===== config.mk =====
export PLATFORM = sky130hd
export DESIGN_NAME = iob2axi
export DESIGN_NICKNAME = d
export VERILOG_FILES = /design/src/common/axi_pkg.sv /design/src/iob2axi/iob2axi_wr.sv /design/src/iob2axi/iob2axi_rd.sv /design/src/hw/iob2axi.sv
export SDC_FILE = /design/constraint.sdc
export NUM_CORES = 1
export LEC_CHECK = 0
export CAP_MARGIN = 25
export CORE_AREA = 2 2 136 138
export CTS_BUF_LIST = sky130_fd_sc_hd__clkbuf_4
export DETAILED_ROUTE_END_ITERATION = 8
export DIE_AREA = 0 0 138 140
export DONT_BUFFER_PORTS = 1
export GPL_TIMING_DRIVEN = 1
export PLACE_DENSITY = 0.36
export SETUP_SLACK_MARGIN = 0.1
export SYNTH_ARGS = -nofsm -noshare
export SYNTH_HDL_FRONTEND = slang
export SYNTH_SLANG_ARGS = --single-unit
export TNS_END_PERCENT = 20

===== constraint.sdc =====
create_clock -name clk -period 5.4 [get_ports clk]
set_input_delay 0.54 -clock clk [delete_from_list [all_inputs] [get_ports clk]]
set_output_delay 0.54 -clock clk [all_outputs]
set_load 0.03 [all_outputs]

===== src/common/axi_pkg.sv =====
package axi_pkg;

   // Bus widths
   localparam int ADDR_W = 32;
   localparam int DATA_W = 32;
   localparam int STRB_W = DATA_W / 8;

   // AXI4 burst length field, L means L+1 beats
   localparam int LEN_W = 8;

   // Full-width beats only
   localparam logic [2:0] AXI_SIZE = 3'($clog2(STRB_W));

   localparam logic [1:0] AXI_BURST_INCR = 2'b01;

   // Normal non-cacheable bufferable
   localparam logic [3:0] AXI_CACHE_VAL = 4'b0011;

   // Unprivileged, non-secure, data access
   localparam logic [2:0] AXI_PROT_VAL = 3'b010;

   // Response codes
   typedef logic [1:0] resp_t;

   localparam resp_t RESP_OKAY   = 2'b00;
   localparam resp_t RESP_SLVERR = 2'b10;

   // AW and AR share one layout
   typedef struct packed {
      logic [ADDR_W-1:0] addr;
      logic [LEN_W-1:0]  len;
      logic [2:0]        size;
      logic [1:0]        burst;
      logic [3:0]        cache;
      logic [2:0]        prot;
   } axi_ax_t;

   typedef struct packed {
      logic [DATA_W-1:0] data;
      logic [STRB_W-1:0] strb;
      logic              last;
   } axi_w_t;

   typedef struct packed {
      resp_t resp;
   } axi_b_t;

   typedef struct packed {
      logic [DATA_W-1:0] data;
      resp_t             resp;
      logic              last;
   } axi_r_t;

endpackage


===== src/iob2axi/iob2axi_wr.sv =====
`timescale 1ns/1ns

module iob2axi_wr (
   input  logic                       clk,
   input  logic                       rst,

   // Burst control
   input  logic [axi_pkg::LEN_W-1:0]  length,
   output logic                       wr_ready,
   output logic                       error,

   // Native write beats
   input  logic                       valid,
   input  logic [axi_pkg::ADDR_W-1:0] addr,
   input  logic [axi_pkg::DATA_W-1:0] wdata,
   input  logic [axi_pkg::STRB_W-1:0] wstrb,
   output logic                       ready,

   // AXI write master
   output axi_pkg::axi_ax_t           m_aw,
   output logic                       m_awvalid,
   input  logic                       m_awready,
   output axi_pkg::axi_w_t            m_w,
   output logic                       m_wvalid,
   input  logic                       m_wready,
   input  axi_pkg::axi_b_t            m_b,
   input  logic                       m_bvalid,
   output logic                       m_bready
);

   typedef enum logic [1:0] {
      ADDR_HS,
      WRITE,
      W_RESP
   } state_t;

   state_t state, state_nxt;

   logic [axi_pkg::ADDR_W-1:0] addr_reg;
   logic [axi_pkg::LEN_W-1:0]  length_reg;
   logic [axi_pkg::LEN_W-1:0]  beat_cnt;
   logic                       start;
   logic                       last_beat;
   logic                       w_xfer;
   logic                       b_xfer;

   assign start     = (state == ADDR_HS) & valid;
   assign last_beat = (beat_cnt == length_reg);
   assign w_xfer    = m_wvalid & m_wready;
   assign b_xfer    = m_bvalid & m_bready;

   // Address channel carries the captured request
   assign m_aw = '{addr:  addr_reg,
                   len:   length_reg,
                   size:  axi_pkg::AXI_SIZE,
                   burst: axi_pkg::AXI_BURST_INCR,
                   cache: axi_pkg::AXI_CACHE_VAL,
                   prot:  axi_pkg::AXI_PROT_VAL};

   // Native beats pass straight through to W
   assign m_w = '{data: wdata, strb: wstrb, last: last_beat};
   assign m_wvalid = (state == WRITE) & valid;
   assign ready    = (state == WRITE) & m_wready;

   // Response is always accepted
   assign m_bready = 1'b1;

   always_comb begin
      state_nxt = state;
      case (state)
         ADDR_HS: begin
            if (valid) begin
               state_nxt = WRITE;
            end
         end
         WRITE: begin
            if (w_xfer && last_beat) begin
               state_nxt = W_RESP;
            end
         end
         W_RESP: begin
            if (b_xfer) begin
               state_nxt = ADDR_HS;
            end
         end
         default: state_nxt = ADDR_HS;
      endcase
   end

   always_ff @(posedge clk or posedge rst) begin
      if (rst) begin
         state    <= ADDR_HS;
         wr_ready <= 1'b1;
      end else begin
         state    <= state_nxt;
         wr_ready <= (state_nxt == ADDR_HS);
      end
   end

   // Request capture
   always_ff @(posedge clk) begin
      if (start) begin
         addr_reg   <= addr;
         length_reg <= length;
      end
   end

   // AW valid held from burst start until accepted, independent of W
   always_ff @(posedge clk or posedge rst) begin
      if (rst) begin
         m_awvalid <= 1'b0;
      end else if (start) begin
         m_awvalid <= 1'b1;
      end else if (m_awready) begin
         m_awvalid <= 1'b0;
      end
   end

   always_ff @(posedge clk or posedge rst) begin
      if (rst) begin
         beat_cnt <= '0;
      end else if (start) begin
         beat_cnt <= '0;
      end else if (w_xfer) begin
         beat_cnt <= beat_cnt + 1'b1;
      end
   end

   // Sticky until the next response arrives
   always_ff @(posedge clk or posedge rst) begin
      if (rst) begin
         error <= 1'b0;
      end else if ((state == W_RESP) && b_xfer) begin
         error <= (m_b.resp != axi_pkg::RESP_OKAY);
      end
   end

endmodule


===== src/iob2axi/iob2axi_rd.sv =====
`timescale 1ns/1ns

module iob2axi_rd (
   input  logic                       clk,
   input  logic                       rst,

   // Burst control
   input  logic [axi_pkg::LEN_W-1:0]  length,
   output logic                       rd_ready,
   output logic                       error,

   // Native read side
   input  logic                       valid,
   input  logic [axi_pkg::ADDR_W-1:0] addr,
   output logic [axi_pkg::DATA_W-1:0] rdata,
   output logic                       beat_valid,

   // AXI read master
   output axi_pkg::axi_ax_t           m_ar,
   output logic                       m_arvalid,
   input  logic                       m_arready,
   input  axi_pkg::axi_r_t            m_r,
   input  logic                       m_rvalid,
   output logic                       m_rready
);

   typedef enum logic [1:0] {
      IDLE,
      ADDR,
      DATA
   } state_t;

   state_t state, state_nxt;

   logic [axi_pkg::ADDR_W-1:0] addr_reg;
   logic [axi_pkg::LEN_W-1:0]  length_reg;
   logic                       start;
   logic                       r_xfer;
   logic                       beat_err;
   logic                       err_acc;

   assign start    = (state == IDLE) & valid;
   assign r_xfer   = m_rvalid & m_rready;
   assign beat_err = (m_r.resp != axi_pkg::RESP_OKAY);

   assign m_ar = '{addr:  addr_reg,
                   len:   length_reg,
                   size:  axi_pkg::AXI_SIZE,
                   burst: axi_pkg::AXI_BURST_INCR,
                   cache: axi_pkg::AXI_CACHE_VAL,
                   prot:  axi_pkg::AXI_PROT_VAL};

   assign m_arvalid = (state == ADDR);
   assign m_rready  = (state == DATA);

   // Native reader never stalls, so R beats go straight out
   assign beat_valid = m_rvalid & (state == DATA);
   assign rdata      = m_r.data;

   always_comb begin
      state_nxt = state;
      case (state)
         IDLE: begin
            if (valid) begin
               state_nxt = ADDR;
            end
         end
         ADDR: begin
            if (m_arready) begin
               state_nxt = DATA;
            end
         end
         DATA: begin
            if (r_xfer && m_r.last) begin
               state_nxt = IDLE;
            end
         end
         default: state_nxt = IDLE;
      endcase
   end

   always_ff @(posedge clk or posedge rst) begin
      if (rst) begin
         state    <= IDLE;
         rd_ready <= 1'b1;
      end else begin
         state    <= state_nxt;
         rd_ready <= (state_nxt == IDLE);
      end
   end

   always_ff @(posedge clk) begin
      if (start) begin
         addr_reg   <= addr;
         length_reg <= length;
      end
   end

   // Error collected over the burst, published on the last beat
   always_ff @(posedge clk or posedge rst) begin
      if (rst) begin
         err_acc <= 1'b0;
         error   <= 1'b0;
      end else if (start) begin
         err_acc <= 1'b0;
      end else if (r_xfer) begin
         err_acc <= err_acc | beat_err;
         if (m_r.last) begin
            error <= err_acc | beat_err;
         end
      end
   end

endmodule


===== src/hw/iob2axi.sv =====
`timescale 1ns/1ns

module iob2axi (
   input  logic                       clk,
   input  logic                       rst,

   // Write burst control and native beats
   input  logic [axi_pkg::LEN_W-1:0]  wr_length,
   output logic                       wr_ready,
   output logic                       wr_error,
   input  logic                       wr_valid,
   input  logic [axi_pkg::ADDR_W-1:0] wr_addr,
   input  logic [axi_pkg::DATA_W-1:0] wr_data,
   input  logic [axi_pkg::STRB_W-1:0] wr_strb,
   output logic                       wr_beat_ready,

   // Read burst control and native beats
   input  logic [axi_pkg::LEN_W-1:0]  rd_length,
   output logic                       rd_ready,
   output logic                       rd_error,
   input  logic                       rd_valid,
   input  logic [axi_pkg::ADDR_W-1:0] rd_addr,
   output logic [axi_pkg::DATA_W-1:0] rd_data,
   output logic                       rd_beat_valid,

   // AXI4 master port
   output axi_pkg::axi_ax_t           m_aw,
   output logic                       m_awvalid,
   input  logic                       m_awready,
   output axi_pkg::axi_w_t            m_w,
   output logic                       m_wvalid,
   input  logic                       m_wready,
   input  axi_pkg::axi_b_t            m_b,
   input  logic                       m_bvalid,
   output logic                       m_bready,
   output axi_pkg::axi_ax_t           m_ar,
   output logic                       m_arvalid,
   input  logic                       m_arready,
   input  axi_pkg::axi_r_t            m_r,
   input  logic                       m_rvalid,
   output logic                       m_rready
);

   // Write channels AW, W and B
   iob2axi_wr wr_inst (
      .clk       (clk),
      .rst       (rst),
      .length    (wr_length),
      .wr_ready  (wr_ready),
      .error     (wr_error),
      .valid     (wr_valid),
      .addr      (wr_addr),
      .wdata     (wr_data),
      .wstrb     (wr_strb),
      .ready     (wr_beat_ready),
      .m_aw      (m_aw),
      .m_awvalid (m_awvalid),
      .m_awready (m_awready),
      .m_w       (m_w),
      .m_wvalid  (m_wvalid),
      .m_wready  (m_wready),
      .m_b       (m_b),
      .m_bvalid  (m_bvalid),
      .m_bready  (m_bready)
   );

   // Read channels AR and R, independent of the write side
   iob2axi_rd rd_inst (
      .clk        (clk),
      .rst        (rst),
      .length     (rd_length),
      .rd_ready   (rd_ready),
      .error      (rd_error),
      .valid      (rd_valid),
      .addr       (rd_addr),
      .rdata      (rd_data),
      .beat_valid (rd_beat_valid),
      .m_ar       (m_ar),
      .m_arvalid  (m_arvalid),
      .m_arready  (m_arready),
      .m_r        (m_r),
      .m_rvalid   (m_rvalid),
      .m_rready   (m_rready)
   );

endmodule


# Yosys cells after proc, flatten, opt, wreduce, memory -nomap -nowiden

Index checks and enable logic that the tools add are counted.

Bits in registers: 98
Input bits: 162
Output and inout bits: 184
Logic and storage cells: 54

Add/sub/neg operators: 1
Equality and inequality tests: 5
Mux-type cells: 14
Bitwise logic cells: 8
Reduce and logical (&&, ||, !) cells: 13

Operators by type and width:

| cell                | count |
|---|---|
| $mux 8              | 2 |
| $mux 2              | 6 |
| $pmux 2 s3          | 2 |
| $reduce_bool 2->1   | 5 |
| $add 8x1->8 const B | 1 |
| $eq 8x8->1          | 1 |
| $logic_not 2->1     | 4 |
| $and 1x1->1         | 6 |
| $eq 2x1->1 const B  | 2 |
| $eq 2x2->1 const B  | 2 |
| $mux 1              | 4 |
| $logic_and 1x1->1   | 3 |
| $reduce_and 3->1    | 1 |
| $not 1->1           | 1 |
| $or 1x1->1          | 1 |

# Logic depth before layout (Yosys ltp)

Gate-level depths: netlist of the first run.

Depth in word-level cells: 7
Mapped depth: 4
Mapped depth without buffers: 4

# Cells and area by module

A second synthesis of the first run with hierarchy kept.

Cell total of the unflattened synthesis: 274
Area, all modules: 4095.2 um^2

Modules (own cells, without submodules):

| module     | times used | cells each | area each (um^2) | sequential area each (um^2) |
|---|---|---|---|---|
| iob2axi_wr | 1          | 166        | 2303.5           | 1527.7 |
| iob2axi_rd | 1          | 108        | 1791.7           | 1327.5 |

# Worst setup path after synthesis of the first run

Ideal clock, no wire load.

Kind: input to register
Start: input port rd_valid
End: register rd_inst.addr_reg[0] in the netlist's numbering (enable)
Setup time: 0.500 ns
Data arrival time: 3.581 ns
Required time: 4.900 ns
Setup slack: 1.319 ns
Cell stages on the path: 1
Path buffers: 0
Cell sequence: nor3b_1

Word-level cells in the longest chain between the ends: 1

Ends and longest elaborated chain:

| item                 | line             | text |
|---|---|---|
| from (decl)          | iob2axi.sv:21    | `input logic rd_valid,` |
| $and 1x1->1          | iob2axi_rd.sv:42 | `assign start = (state == IDLE) & valid;` |
| to (signal assigned) | iob2axi_rd.sv:94 | `addr_reg <= addr;` |
| to (decl)            | iob2axi_rd.sv:35 | `logic [axi_pkg::ADDR_W-1:0] addr_reg;` |

No other way between the ends.
A chain may end at the register's enable or synchronous reset.

==> results.py, run 1 <==
metrics = {
    "sta": {
        "slew_headroom_pct": 50.1,
        "hold_violations": 0,
        "setup_viol": 0,
        "fin_crit_sh_pct": 47.4,
        "fin_crit_ns": 2.56,
        "skew_ns": 0.0125,
        "slew_viol_final": 0,
        "fmax_mhz": 391,
        "timing.setup.tns_ns": 0,
        "tightest_slew_ns": 0.748,
        "rsz0062_at_grt": "false",
    },
    "cells_and_area": {
        "antennaDiodeCount": 0,
        "syn_to_final_growth_pct": -4.72,
        "fin_nets": 373,
        "drive_gt1_share_pct": 11.2,
    },
    "power_and_ir_drop": {
        "clkPwrFrac_pct": 21.6,
        "total_power_mw": 1.70,
        "internal_power_mw": 1.11,
        "switchingPower_uw": 599,
        "power_frac_seq_pct": 67.8,
        "swShare_pct": 35.1,
        "p_leak_nw": 1.30,
        "power.density_nw_per_um2": 441,
        "ir_drop_mv": 0.134,
        "power_frac_comb_pct": 10.6,
    },
    "placed_design": {
        "io_buffer_count": 0,
        "place.gp.congestion": 0.722,
        "place_hpwl_um": 6850,
    },
    "clock_network": {
        "cts_root_buf": "clkbuf_4",
        "cts.clk_slew.worst_paths_ns": 0.16,
        "clockBufferDepth": 2,
        "post_cts_buffers": 0,
        "hold_buffers": 0,
        "clock-sinks": 98,
        "cts_tree": "yes",
        "cts_resized": 0,
        "clk_latency_ns": 0.46,
        "cts_buffers": 9,
        "cts_max_level": 3,
    },
    "critical_path": {
        "cp.arrival_ns": 2.02,
        "worst_setup_path_end_kind": "output pin",
        "crit_family": "simple AND/OR/NAND/NOR gates",
        "required_ns": 4.86,
        "critical_path_class": "reg -> out",
        "worstPathCellList": "xnor2_1, nand4_1, nor2_1",
        "critical-path-slowest-cell": "edfxtp_1",
        "cp.buffers_inverters": 0,
        "critPathMaxStageDelay_ns": 0.59,
        "start_kind": "register",
        "crit_fanout": 3,
    },
    "floorplan": {
        "pin_count": 346,
        "core_area_um2": 17800,
        "die_y_um": 140,
        "std_cell_rows": 49,
        "start_util_pct": 22.8,
        "die-area_um2": 19300,
        "die_x_um": 138,
    },
    "yosys": {
        "seq_area_frac_synth_pct": 70.4,
        "synth_edf_count": 80,
        "yosysTopAreaCell": "edfxtp_1",
        "synth_area_leaders": "edfxtp_1, buf_4, dfrtp_1",
        "netlist_instances": 270,
        "synth_commonest_cells": "buf_4, edfxtp_1, dfrtp_1, nor2_1, xnor2_1",
        "synth_area_um2": 4060,
        "async_flop_share_pct": 18.4,
        "synth_flop_cell": "edfxtp_1",
        "yosysMostFrequentCell": "buf_4",
        "synth_top_area_share_pct": 59.2,
        "synth.distinct_cells": 36,
        "synth_warnings": 0,
        "syn_avg_cell_area_um2": 15.0,
        "synth-seq-cells": 98,
    },
    "status": {
        "status": "complete, no violations",
    },
    "grt": {
        "grt_pass1_vias": 1856,
        "grt_start_max_net_pins": 51,
        "antenna_found_initial": 2,
        "grt_pass1_wl_um": 12600,
        "grt-ovfl-total": 0,
        "grt_usage_pct": 8.81,
    },
    "detailed_routing": {
        "wl_per_cell_um": 19.8,
        "firstDrtPassIters": 4,
        "routed_wl_um": 8780,
        "ant_nets": 0,
        "route.detailed.drc": 0,
        "viasPerCell": 3.89,
        "drtIter0Drc": 64,
        "num_vias": 1725,
    },
    "hold_path": {
        "min_path_type": "in -> async",
    },
    "job": {
        "maxCapViolCount": 0,
    },
}
[cell usage in the layout, fill, tap and decap left out, types with 3 or more instances in the layout]
cell type  netlist  layout
edfxtp_1        80      80
conb_1           2      25
dfrtp_1         16      16
clkbuf_4         0      10
nor2_1           9       9
xnor2_1          8       8
a21oi_1          7       7
nand2_1          5       5
inv_1            5       5
o21ai_0          4       4
nor2b_1          3       3
nand3_1          3       3
or3_1            3       3
[worst reg2reg max path, stage by stage (launching register included)]
cell and delay (ns):
dfrtp_1 0.50, nor3b_2 0.21, buf_4 0.52, nor2b_1 0.11, mux2_2 0.27
[cell families after synthesis]
group                    synth area share, %
other                                  0.185
AO/OA/AOI/OAI                           3.24
XOR/XNOR                                1.94
multiplexers                           0.525
adder cells (fa/ha/maj)                0.308
AND/OR/NAND/NOR                         5.28
buffers and inverters                   18.1
flip-flops                              70.4
[path summary, 6_finish.rpt]
kind / start / end / slack [ns] / cells after the start
max in group asynchronous: rst / wr_inst.beat_cnt[1] / 4.87 / 1
min in group clk: rd_addr[31] / rd_inst.addr_reg[31] / 0.15 / 0
worst min register to register: rd_inst.err_acc / rd_inst.err_acc / 0.55 / 2
worst max register to register: wr_inst.state[0] / wr_inst.beat_cnt[7] / 3.72 / 4
worst min-delay path: rst / wr_inst.beat_cnt[7] / 0.07 / 1
worst max-delay path: wr_inst.length_reg[6] / m_w[0] / 2.84 / 3
[area by class of cell]
cell class,instances,area (um^2)
fill,1884,13900
sequential,98,2860
multi-input combinational,94,562
tap,229,287
clock buffer,10,75.1
clock inverter,6,51.3
inverter,5,18.8
timing repair buffer,2,15.0
[per-stage QoR]
stage               std cells  hold WS, ns  setup WS (ns)  area [um^2]  util (%)
finish                    444       0.0691           2.84         3860      21.7
global route              444       0.0828           2.73         3860      21.7
CTS                       444       0.0497           2.75         3860      21.7
detailed placement        428        0.521           3.34         3740      21.0
global placement          428        0.512           3.33         3740      21.0
floorplan                 293        0.477           1.32         4140         -
[routing by layer]
metal | global-route usage (%) | vias to the layer above | share of wire [%]
li1 | - | 707 | -
met1 | 7.80 | 796 | 32
met2 | 14.0 | 195 | 49
met3 | 6.91 | 25 | 16
met4 | 5.26 | 2 | 3.4
met5 | 0.752 | - | 0.17
[power groups by stage]
stage | clock network, mW | logic [mW] | registers [mW]
6_report | 0.369 | 0.181 | 1.16
5_1_grt | 0.419 | 0.201 | 1.16
4_1_cts | 0.397 | 0.185 | 1.16
3_5_place_dp | 0 | 0.184 | 1.18
3_3_place_gp | 0 | 0.181 | 1.17
2_1_floorplan | 0 | 0.258 | 1.15
Power figures use the tool's default switching activity.
==> inputs of run 2 (changes only) <==
--- a/config.mk
+++ b/config.mk
@@ -12,7 +12,7 @@
 export DIE_AREA = 0 0 138 140
 export DONT_BUFFER_PORTS = 1
 export GPL_TIMING_DRIVEN = 1
-export PLACE_DENSITY = 0.36
+export PLACE_DENSITY = 0.37
 export SETUP_SLACK_MARGIN = 0.1
 export SYNTH_ARGS = -nofsm -noshare
 export SYNTH_HDL_FRONTEND = slang
==> constraint.sdc (replaced) <==
create_clock -name clk -period 2.26 [get_ports clk]
set_input_delay 0.226 -clock clk [delete_from_list [all_inputs] [get_ports clk]]
set_output_delay 0.226 -clock clk [all_outputs]
set_load 0.03 [all_outputs]
==> run 2 against run 1 <==
Design area increased by 26%; critical path depth increased by 1; sequential share of layout area decreased by 15 points; total power increased by 150%; critical path type unchanged; highest routed layer is now met4.
==> results.py, run 2 (synthesis gave the netlist of run 1 again) <==
metrics = {
    "cells_and_area": {
        "final_cell_area_um2": 4860,
        "antennaDiodeCount": 0,
        "fin_nets": 470,
        "fill_cells": 1834,
        "syn_to_final_growth_pct": 19.7,
        "final_cell_mix": "dlygate4sd3_1, edfxtp_1, conb_1",
        "drive_gt1_share_pct": 8.65,
        "stdcell_count": 541,
        "final_common_cell": "dlygate4sd3_1",
        "fin_util_pct": 27.3,
    },
    "sta": {
        "setup_slack_ns": 0.217,
        "hold_violations": 0,
        "tightest_slew_ns": 0.706,
        "fmax_mhz": 489,
        "holdWs_ns": 0.0741,
        "fin_crit_ns": 2.04,
        "slew_viol_final": 0,
        "slew_headroom_pct": 52.9,
        "rsz0062_at_grt": "true",
        "setup_viol": 0,
        "timing.setup.tns_ns": 0,
        "skew_ns": 0.0171,
        "fin_crit_sh_pct": 90.4,
    },
    "clock_network": {
        "cts_buffers": 9,
        "clockBufferDepth": 2,
        "clock-sinks": 98,
        "cts_tree": "yes",
        "cts_root_buf": "clkbuf_4",
        "cts.clk_slew.worst_paths_ns": 0.16,
        "cts_max_level": 3,
        "clk_latency_ns": 0.47,
    },
    "floorplan": {
        "die_x_um": 138,
        "std_cell_rows": 49,
        "pin_count": 346,
        "die-area_um2": 19300,
        "core_area_um2": 17800,
        "start_util_pct": 22.8,
        "die_y_um": 140,
    },
    "detailed_routing": {
        "viasPerCell": 3.85,
        "route.detailed.drc": 0,
        "wl_per_cell_um": 16.3,
        "num_vias": 2081,
        "drtIter0Drc": 37,
        "firstDrtPassIters": 4,
        "ant_nets": 0,
        "routed_wl_um": 8810,
    },
    "job": {
        "maxCapViolCount": 0,
    },
    "critical_path": {
        "required_ns": 2.03,
        "worst_setup_path_end_kind": "output pin",
        "r2r_slack_ns": 0.36,
        "start_kind": "register",
        "cp.arrival_ns": 1.82,
        "regToRegEndpoint": "rd_inst.err_acc",
        "reg2reg_from": "rd_inst.state[0]",
        "crit_fanout": 3,
        "critical_path_class": "reg -> out",
        "rr_worst_depth": 4,
        "crit_start": "wr_inst.length_reg[7]",
    },
    "hold_path": {
        "hold_start": "wr_valid",
        "whs_path_depth": 2,
        "holdPathEnd": "wr_inst.state[1]",
        "min_path_type": "in -> reg",
    },
    "grt": {
        "grt-ovfl-total": 0,
        "grt_usage_pct": 8.88,
        "grt_pass1_vias": 2210,
        "grt_pass1_wl_um": 13000,
        "grt_start_max_net_pins": 51,
        "antenna_found_initial": 0,
    },
    "power_and_ir_drop": {
        "p_leak_nw": 1.72,
        "ir_drop_mv": 0.294,
        "total_power_mw": 4.25,
        "power.density_nw_per_um2": 875,
    },
    "placed_design": {
        "place.gp.congestion": 0.752,
        "place_hpwl_um": 6390,
        "place_area_um2": 3790,
        "dp.cells": 431,
        "place_ws_ns": 0.632,
        "io_buffer_count": 0,
    },
    "status": {
        "status": "complete, no violations",
    },
}
==> run 2: changes by cell type in the layout (fill, tap and decap cells not counted), moves of 2 or more <==
| cell | previous run | this run |
|---|---|---|
| inv_6 | 0 | 2 |
| buf_4 | 2 | 4 |
| dlygate4sd3_1 | 0 | 93 |
| buf_12 | 0 | 2 |
| clkinv_1 | 0 | 2 |
==> run 2: metal layers <==
| layer | global-route usage, % | vias up | wire length [um] |
|---|---|---|---|
| li1 | - | 903 | - |
| met1 | 8.11 | 980 | 2890 |
| met2 | 15.6 | 177 | 4640 |
| met3 | 5.06 | 21 | 1050 |
| met4 | 4.89 | 0 | 231 |
| met5 | 0 | - | 0 |
==> run 2: power by group <==
part           switching [mW]  internal, mW
clock network           0.623         0.234
registers               0.495          2.26
logic                   0.346         0.290
==> run 2: worst max path at each step <==
stage / end
3_5_place_dp: wr_inst.beat_cnt[7]
5_1_grt: m_w[0]
6_report: m_w[0]
2_1_floorplan: rd_inst.addr_reg[0]
3_3_place_gp: wr_inst.beat_cnt[7]
4_1_cts: m_w[0]
==> run 2: repair_timing <==
item                       4_1_cts  5_1_grt
buffers inserted                 0        1
gates resized for setup          0        1
hold buffers                    93        0
setup endpoints to repair        0        1
hold endpoints to repair       106        0
==> run 2: final cells by class <==
type	instances	area [um^2]	area share [%]
timing repair buffer	99	1000	20.6
inverter	5	18.8	0.386
tap	229	287	5.90
multi-input combinational	94	576	11.9
sequential	98	2860	58.8
clock buffer	9	67.6	1.39
clock inverter	7	51.3	1.06
==> run 2: worst max-delay path, cell delays in order, from the launching register on <==
cell	delay (ns)
edfxtp_1	0.58
xnor2_1	0.21
nand4_1	0.23
nor2_1	0.16
buf_4	0.17
